<file path="src/source/vector_ram.sv">
`timescale 1ns/1ps

module vector_ram #(
    parameter int  depth = 64,
    parameter int  addr_width = 6,
    parameter type elem_t = logic
) (
    input  logic                  clk,
    input  logic                  wr_en,
    input  logic [addr_width-1:0] wr_addr,
    input  elem_t                 wr_data,
    input  logic [addr_width-1:0] eng_addr,
    output elem_t                 eng_data,
    input  logic [addr_width-1:0] host_addr,
    output elem_t                 host_data
);

    elem_t mem [depth];

    always_ff @(posedge clk) begin
        if (wr_en) begin
            mem[wr_addr] <= wr_data;
        end
        // Both read ports are registered
        eng_data <= mem[eng_addr];
        host_data <= mem[host_addr];
    end

endmodule

</file>
<file path="config.mk">
export PLATFORM = sky130hd
export DESIGN_NAME = vector_ram
export DESIGN_NICKNAME = d
export VERILOG_FILES = /design/src/source/vector_ram.sv
export SDC_FILE = /design/constraint.sdc
export NUM_CORES = 1
export LEC_CHECK = 0
export ABC_AREA = 1
export BUFFER_PORTS_ARGS = -buffer_cell sky130_fd_sc_hd__buf_2
export CORE_AREA = 2 2 122 112
export CTS_CLUSTER_SIZE = 16
export DETAILED_ROUTE_END_ITERATION = 6
export DIE_AREA = 0 0 124 114
export PLACE_DENSITY = 0.56
export SLEW_MARGIN = 20
export SYNTH_ARGS = -nofsm -noshare
export SYNTH_HDL_FRONTEND = slang
export SYNTH_SLANG_ARGS = --single-unit
</file>
<file path="constraint.sdc">
create_clock -name clk -period 1.2 [get_ports clk]
set_input_delay 0.06 -clock clk [delete_from_list [all_inputs] [get_ports clk]]
set_output_delay 0.06 -clock clk [all_outputs]
set_load 0.02 [all_outputs]
</file>
==> flow_metrics.tcl, run 1 <==
set metrics [dict create \
    rows 40 \
    die_y_um 114 \
    grt_max_degree 65 \
    setup_slack_ns 0.0319 \
    synthMuxAreaShare 0 \
    cp_top_family "simple AND/OR/NAND/NOR gates" \
    place.gp.congestion 0.896 \
    fillCellCount 1345 \
    synth_commonest_cells "nand2_1 (171), nand3_1 (115), nor2_1 (65)" \
    fin_skew_ns 0.00617 \
    critPathRequiredTime_ns 1.43 \
    drive_gt1_frac 0.164 \
    drv_cap 0 \
    synthTopCellsByArea "edfxtp_1 (51%), nand2_1 (17%), nand3_1 (15%), nor2_1 (6.5%), buf_6 (3.0%)" \
    post-route-cell-area_um2 4540 \
    p_leak_nw 1.79 \
    cts_tree "yes" \
    area_growth_pct 20.0 \
    worstHoldPathType "input pin to flop" \
    cts_max_level 3 \
    synth_warnings 0 \
    fp.dieW_um 124 \
    grt_pass1_wl_um 17400 \
    endpoint "host_data$_DFF_P_" \
    synth_top_family_by_area "simple AND/OR/NAND/NOR gates" \
    clockBufferDepth 2 \
    synthAdderAreaFrac 0 \
    synth-seq-cells 66 \
    min_from "host_addr[4]" \
    rsz0062_at_grt "yes" \
    r2r_cells 8 \
    synth-xor-area-share 0 \
    clk-insertion-delay-late_ns 0.33 \
    cts.sinks 66 \
    p_per_area_nw_per_um2 1290 \
    cts_setup_buffers 0 \
    grt_pass1_vias 3121 \
    antennaDiodeCount 0 \
    grtUsageTotal 0.165 \
    fin_crit_ns 1.17 \
    antenna_left 0 \
    grt_overflow 0 \
    path_clk_slew_ns 0.06 \
    endpoint_kind "flop" \
    postSynthAreaPerCell_um2 7.95 \
    post-place-ws_ns -0.171 \
    path_cells "nand2_1, nand3_1, nand3_2, nand2_2, nand2_1, nand3_1, nand3_1, nand2_1" \
    r2r_start "mem[3]$_DFFE_PP_" \
    wl_per_cell_um 16.4 \
    io_pins 23 \
    first_pass_iters 5 \
    slew_headroom 0.337 \
    die-area_um2 14100 \
    drv_slew 0 \
    antenna_found_initial 0 \
    tightest_slew_ns 0.994 \
    root_buffer "clkbuf_16" \
    dr_total_vias 3464 \
    dp_hpwl_um 7890 \
    netlist.area_leader.share 0.508 \
    async_reset_ff_frac 0 \
    syn_inst 476 \
    fin_nets 534 \
    critPathLaunchType "flop" \
    crit_start "mem[3]$_DFFE_PP_" \
    synth_area_um2 3780 \
    synth-compound-area-share 0 \
    synth_nets 497 \
    ir_drop_uv 772 \
    port_buffers 22 \
    synthSimpleGateAreaFrac 0.398 \
    ys_types 12 \
    post-route-period-util 0.973 \
    drt_iter0_drc 449 \
    outcome "finished, final reports clean" \
    place_inst 668 \
    initial_core_util 0.291 \
    cts_buffers 9 \
    via_per_inst 5.05 \
    path_buf_inv 0 \
    place_area_um2 4140 \
    synth_edf_count 64 \
    yosysMostFrequentCell "nand2_1" \
    reg2reg_to "host_data$_DFF_P_" \
    whs_ns 0.0614 \
    core_area_um2 13000 \
    fin_cells 686 \
    finalHoldViolCount 0 \
    synth-main-ff-cell "edfxtp_1" \
    drc 0 \
    wl_um 11200 \
    arrival_ns 1.40 \
    slowest_delay_ns 0.43 \
    crit_fanout 2 \
    rrSetupSlack_ns 0.03 \
    critPathKind "flop to flop" \
    slowest_stage "edfxtp_1" \
    cp_num_cells 8 \
    setup_viol 0 \
    ys_seq_area_frac 0.519 \
    clock.fmax_mhz 856 \
    synth_area_leader_cell "edfxtp_1" \
]
## routing by layer
metal	global-route usage	part of all wire	vias up
met2	0.220	0.40	176
met4	0.0517	0.018	0
met5	0	0	-
li1	-	-	1649
met3	0.0300	0.092	15
met1	0.266	0.49	1624
## stage by stage
step | setup TNS [ns] | total power, mW | utilization
2_1_floorplan | 0 | 3.02 | -
3_5_place_dp | -1.99 | 3.25 | 0.318
4_1_cts | 0 | 5.84 | 0.342
6_report | 0 | 5.84 | 0.349
3_3_place_gp | -0.791 | 3.25 | 0.318
5_1_grt | -0.0436 | 6.02 | 0.349
## power breakdown
group	internal, mW	switching [mW]
clock network	1.60	0.993
logic	0.233	0.449
registers	2.55	0.0124
## placed cells by master, fill, tap and decap left out
master,count
nand3_1,101
nand2_1,164
nor3_1,9
inv_6,2
clkbuf_1,2
dfxtp_1,2
bufinv_16,1
nand3_2,14
buf_4,21
clkinv_4,1
nand2_2,7
inv_1,23
clkinv_1,1
edfxtp_1,64
buf_2,22
dlygate4sd3_1,2
clkbuf_16,9
clkinvlp_4,1
nor2_1,65
inv_4,2
buf_12,4
clkinv_2,1
## worst reg2reg max path, stage by stage (launching register included)
cell,delay [ns]
edfxtp_1,0.43
nand2_1,0.10
nand3_1,0.11
nand3_2,0.10
nand2_2,0.07
nand2_1,0.06
nand3_1,0.07
nand3_1,0.08
nand2_1,0.05
## flip-flops by register name, indices dropped and copies added, names as in the netlist
register,flops
host_data,1
mem,64
eng_data,1
## what timing repair did
item / 4_1_cts / 5_1_grt
hold endpoints to repair: 2 / 0
resized for setup: 0 / 21
hold buffers: 2 / 0
endpoints found under the setup margin: 0 / 2
## final cells by class
cell class | instances | area (um^2) | area share
Clock inverter | 5 | 55.1 | 0.0121
Multi-Input combinational cell | 360 | 1590 | 0.351
Inverter | 27 | 116 | 0.0256
Clock buffer | 11 | 233 | 0.0513
Sequential cell | 66 | 1960 | 0.432
Tap cell | 168 | 210 | 0.0463
Timing Repair Buffer | 49 | 368 | 0.0811
## cells by family (layout without fill, tap and decap cells)
logic type,Yosys count,after routing
buffers and inverters,50,92
flip-flops,66,66
AND/OR/NAND/NOR,360,360
## how the worst min path moves through the flow
| stage | cells after the start | endpoint | slack [ns] |
|---|---|---|---|
| after floorplan | 0 | mem[0]$_DFFE_PP_ | 0.16 |
| after global placement | 3 | eng_data$_DFF_P_ | 0.30 |
| after detailed placement | 3 | eng_data$_DFF_P_ | 0.30 |
| after CTS | 4 | eng_data$_DFF_P_ | 0.06 |
| after global routing | 4 | eng_data$_DFF_P_ | 0.08 |
| final | 4 | host_data$_DFF_P_ | 0.06 |
No activity file was read; power rests on OpenSTA's default activity.
==> run 2, diff against run 1 <==
--- a/config.mk
+++ b/config.mk
@@ -8,6 +8,7 @@
 export ABC_AREA = 1
 export BUFFER_PORTS_ARGS = -buffer_cell sky130_fd_sc_hd__buf_2
 export CORE_AREA = 2 2 122 112
+export CTS_BUF_LIST = sky130_fd_sc_hd__clkbuf_16
 export CTS_CLUSTER_SIZE = 16
 export DETAILED_ROUTE_END_ITERATION = 6
 export DIE_AREA = 0 0 124 114
==> constraint.sdc (replaced) <==
create_clock -name clk -period 1.2 [get_ports clk]
set_input_delay 0.12 -clock clk [delete_from_list [all_inputs] [get_ports clk]]
set_output_delay 0.12 -clock clk [all_outputs]
set_load 0.02 [all_outputs]
==> flow_metrics.tcl, run 2 (synthesized netlist as in run 1, its figures left out) <==
set metrics [dict create \
    outcome "finished, final reports clean" \
    drv_slew 0 \
    critPathKind "flop to flop" \
    io_pins 23 \
    layout_common_cells "nand2_1 (168), nand3_1 (114), nor2_1 (65)" \
    drc 0 \
    top_regs "mem x64, eng_data x1, host_data x1" \
    p_leak_nw 1.76 \
    place_inst 669 \
    arrival_ns 1.39 \
    post_cts_resized 0 \
    area_growth_pct 17.9 \
    rsz0062_at_grt "yes" \
    grt_overflow 0 \
    fin_skew_ns 0.00609 \
    worstHoldPathType "input pin to flop" \
    drt_iter0_drc 298 \
    fp.dieW_um 124 \
    r2r_cells 8 \
    die-area_um2 14100 \
    fin_crit_ns 1.17 \
    first_pass_iters 5 \
    regMostFlops "mem" \
    dr_total_vias 3375 \
    crit_fanout 2 \
    layout.cells.most_common "nand2_1" \
    grtUsageTotal 0.159 \
    core_area_um2 13000 \
    hold_depth 3 \
    fin_cells 685 \
    setup_viol 0 \
    finalHoldViolCount 0 \
    initial_core_util 0.291 \
    setup_slack_ns 0.0305 \
    via_per_inst 4.93 \
    cts_setup_buffers 0 \
    fin_total_pwr_mw 5.95 \
    grt_pass1_wl_um 17000 \
    grt_pass1_vias 3196 \
    dp_hpwl_um 7550 \
    clk-insertion-delay-late_ns 0.33 \
    path_clk_slew_ns 0.06 \
    clockBufferDepth 2 \
    cts_tree "yes" \
    grt_max_degree 65 \
    post-route-period-util 0.975 \
    cts.sinks 66 \
    ctsHoldBuffers 0 \
    cts_buffers 9 \
    rows 40 \
    ir_drop_uv 671 \
    tightest_slew_ns 0.970 \
    port_buffers 22 \
    largest_register_ffs 64 \
    clock.fmax_mhz 855 \
    slew_headroom 0.353 \
    critPathRequiredTime_ns 1.42 \
    drive_gt1_frac 0.139 \
    cts_max_level 3 \
    p_per_area_nw_per_um2 1330 \
    wl_um 10700 \
    fin_nets 533 \
    die_y_um 114 \
    whs_ns 0.0346 \
    antenna_found_initial 0 \
    critPathLaunchType "flop" \
    wl_per_cell_um 15.6 \
    endpoint_kind "flop" \
    place.gp.congestion 0.892 \
    final.setup.tns_ns 0 \
    post-place-ws_ns -0.160 \
    drv_cap 0 \
    antenna_left 0 \
    root_buffer "clkbuf_16" \
    antennaDiodeCount 0 \
]
-- run 2: changes by cell type in the layout (fill, tap and decap cells not counted), sizes merged --
cell         before  now
dlygate4sd3       2    0
clkinv            3    0
buf              47   48
inv              27   31
clkbuf           11    9
clkinvlp          1    2
-- run 2: routing by layer --
layer	up-vias	track usage	wire length [um]
li1	1648	-	-
met2	146	0.227	4520
met1	1568	0.233	5130
met3	13	0.0435	897
met4	0	0.0472	168
met5	-	0	0
-- run 2: cell type report --
| cell class | count | area [um^2] |
|---|---|---|
| repair buffers | 48 | 343 |
| flip-flops and latches | 66 | 1960 |
| clock buffers | 9 | 225 |
| inverters | 27 | 116 |
| clock inverters | 7 | 82.6 |
| multi-input cells | 360 | 1520 |
| fillers | 1369 | 8550 |
| well taps | 168 | 210 |
-- run 2: power by group --
group	internal [mW]	switching (mW)	leakage (nW)
Combinational	0.216	0.440	1.02
Clock	1.64	1.09	0.145
Sequential	2.55	0.0110	0.593
Total	4.41	1.54	1.76
-- run 2: path summary, 6_finish.rpt --
check / from / to / slack, ns
min reg2reg: mem[46]$_DFFE_PP_ / host_data$_DFF_P_ / 0.85
max reg2reg: mem[34]$_DFFE_PP_ / eng_data$_DFF_P_ / 0.03
min: host_addr[5] / host_data$_DFF_P_ / 0.03
max: mem[34]$_DFFE_PP_ / eng_data$_DFF_P_ / 0.03
-- run 2: critical path: stages (launching register included) --
cell and delay (ns):
edfxtp_1 0.39, nand2_1 0.09, nand3_1 0.08, nand3_1 0.14
nand2_1 0.12, nand2_1 0.08, nand3_1 0.07, nand3_1 0.07
nand2_1 0.05
-- run 2: through the flow --
stage                util  cell area (um^2)
floorplan               -              3780
global placement    0.318              4140
detailed placement  0.318              4140
CTS                 0.342              4450
global route        0.343              4460
finish              0.343              4460
==> run 3, diff against run 2 <==
--- a/config.mk
+++ b/config.mk
@@ -7,12 +7,12 @@
 export LEC_CHECK = 0
 export ABC_AREA = 1
 export BUFFER_PORTS_ARGS = -buffer_cell sky130_fd_sc_hd__buf_2
-export CORE_AREA = 2 2 122 112
+export CORE_AREA = 2 2 95 88
 export CTS_BUF_LIST = sky130_fd_sc_hd__clkbuf_16
 export CTS_CLUSTER_SIZE = 16
 export DETAILED_ROUTE_END_ITERATION = 6
-export DIE_AREA = 0 0 124 114
-export PLACE_DENSITY = 0.56
+export DIE_AREA = 0 0 97 90
+export PLACE_DENSITY = 0.77
 export SLEW_MARGIN = 20
 export SYNTH_ARGS = -nofsm -noshare
 export SYNTH_HDL_FRONTEND = slang
==> flow_metrics.tcl, run 3 (synthesized netlist as in run 1, its figures left out) <==
set metrics [dict create \
    post-route-cell-area_um2 4370 \
    internal-power_mw 4.34 \
    dr_total_vias 3577 \
    place.gp.congestion 0.861 \
    path_buf_inv 0 \
    slew_headroom 0.372 \
    p_per_area_nw_per_um2 1310 \
    endpoint_kind "flop" \
    antenna_left 0 \
    initial_core_util 0.485 \
    wl_um 10600 \
    rrSetupSlack_ns 0.05 \
    arrival_ns 1.38 \
    critPathKind "flop to flop" \
    slowest_delay_ns 0.43 \
    regMostFlops "mem" \
    grt_pass1_vias 3373 \
    path_cells "nand2_1, nand3_1, nand3_2, nand2_2, nand2_1, nand3_1, nand3_1, nand2_1" \
    cp_top_family "simple AND/OR/NAND/NOR gates" \
    p_leak_nw 1.76 \
    grtUsageTotal 0.251 \
    cts_setup_buffers 0 \
    setup_slack_ns 0.0516 \
    grt_pass1_wl_um 17300 \
    combPwrFrac 0.117 \
    fin_skew_ns 0.00619 \
    area_growth_pct 15.5 \
    met2_length_um 4620 \
    met1_length_um 4330 \
    clock.fmax_mhz 871 \
    io_pins 23 \
    p_sw_mw 1.38 \
    antennaDiodeCount 0 \
    drive_gt1_frac 0.143 \
    die-area_um2 8730 \
    cts_buffers 9 \
    drv_slew 0 \
    die_y_um 90 \
    critPathLaunchType "flop" \
    pwr-share-seq 0.449 \
    place_area_um2 4060 \
    cts_tree "yes" \
    grt_overflow 0 \
    dp_hpwl_um 6990 \
    ir_drop_uv 807 \
    first_pass_iters 7 \
    drv_cap 0 \
    finalHoldViolCount 0 \
    critPathRequiredTime_ns 1.43 \
    cts_max_level 3 \
    post-route-period-util 0.957 \
    clk-insertion-delay-late_ns 0.33 \
    drt_iter0_drc 692 \
    fin_total_pwr_mw 5.71 \
    outcome "finished, final reports clean" \
    root_buffer "clkbuf_16" \
    fin_nets 534 \
    path_clk_slew_ns 0.05 \
    top_regs "mem x64, eng_data x1, host_data x1" \
    core_area_um2 7800 \
    pwr-share-clk 0.434 \
    rsz0062_at_grt "yes" \
    layout_common_cells "nand2_1 (166), nand3_1 (110), nor2_1 (65)" \
    largest_register_ffs 64 \
    fin_crit_ns 1.15 \
    power.share.switching 0.241 \
    ctsHoldBuffers 0 \
    clockBufferDepth 2 \
    rows 31 \
    post-place-ws_ns -0.204 \
    drc 0 \
    slowest_stage "edfxtp_1" \
    layout.cells.most_common "nand2_1" \
    setup_viol 0 \
    tightest_slew_ns 0.942 \
    worstHoldPathType "input pin to flop" \
    grt_max_degree 65 \
    port_buffers 22 \
    antenna_found_initial 0 \
    wl_per_cell_um 17.2 \
    met3WireLength_um 1240 \
    cts.sinks 66 \
    fp.dieW_um 97 \
    crit_fanout 2 \
    highest_layer "met4" \
    post_cts_resized 0 \
    via_per_inst 5.82 \
]
==> run 3: cell count changes in the layout (fill, tap and decap cells not counted) <==
cell,delta
buf_4,+1
inv_1,+1
inv_6,-3
nand3_2,+4
nand3_1,-4
clkinv_1,+2
nand2_1,-2
clkinvlp_4,-1
inv_8,-1
nand2_2,+2
==> run 3: cell type report <==
cell class / instances / area [um^2]
Inverter: 27 / 116
Clock buffer: 9 / 225
Tap cell: 99 / 124
Multi-Input combinational cell: 360 / 1540
Timing Repair Buffer: 49 / 350
Fill cell: 697 / 3430
Clock inverter: 5 / 48.8
Sequential cell: 66 / 1960
==> run 3: final timing paths <==
check / from / endpoint / cells after the start
max reg2reg: mem[35]$_DFFE_PP_ / host_data$_DFF_P_ / 8
min reg2reg: mem[28]$_DFFE_PP_ / host_data$_DFF_P_ / 8
min: host_addr[5] / host_data$_DFF_P_ / 3
max: mem[35]$_DFFE_PP_ / host_data$_DFF_P_ / 8
==> run 3: power by group through the flow <==
stage / Sequential (mW) / Combinational [mW] / Clock [mW]
6_report: 2.57 / 0.671 / 2.48
5_1_grt: 2.56 / 0.734 / 2.57
4_1_cts: 2.56 / 0.644 / 2.48
3_5_place_dp: 2.61 / 0.640 / 0
3_3_place_gp: 2.61 / 0.622 / 0
2_1_floorplan: 2.62 / 0.403 / 0
==> run 3: per-stage QoR <==
| step | hold slack [ns] | TNS [ns] | instances | util |
|---|---|---|---|---|
| after floorplan | 0.219 | 0 | 476 | - |
| after global placement | 0.353 | -2.67 | 601 | 0.521 |
| after detailed placement | 0.360 | -5.08 | 601 | 0.521 |
| after CTS | 0.0266 | 0 | 615 | 0.556 |
| after global routing | 0.0556 | -0.0193 | 615 | 0.561 |
| final | 0.0295 | 0 | 615 | 0.561 |
==> run 3: worst min-delay path, cell delays in order <==
cell,delay (ns)
buf_2,0.09
nand3_1,0.07
nand2_1,0.05
==> run 3: metal layers <==
layer,global-route usage,vias up
li1,-,1649
met1,0.358,1642
met2,0.370,245
met3,0.0443,41
met4,0.121,0
met5,0,-
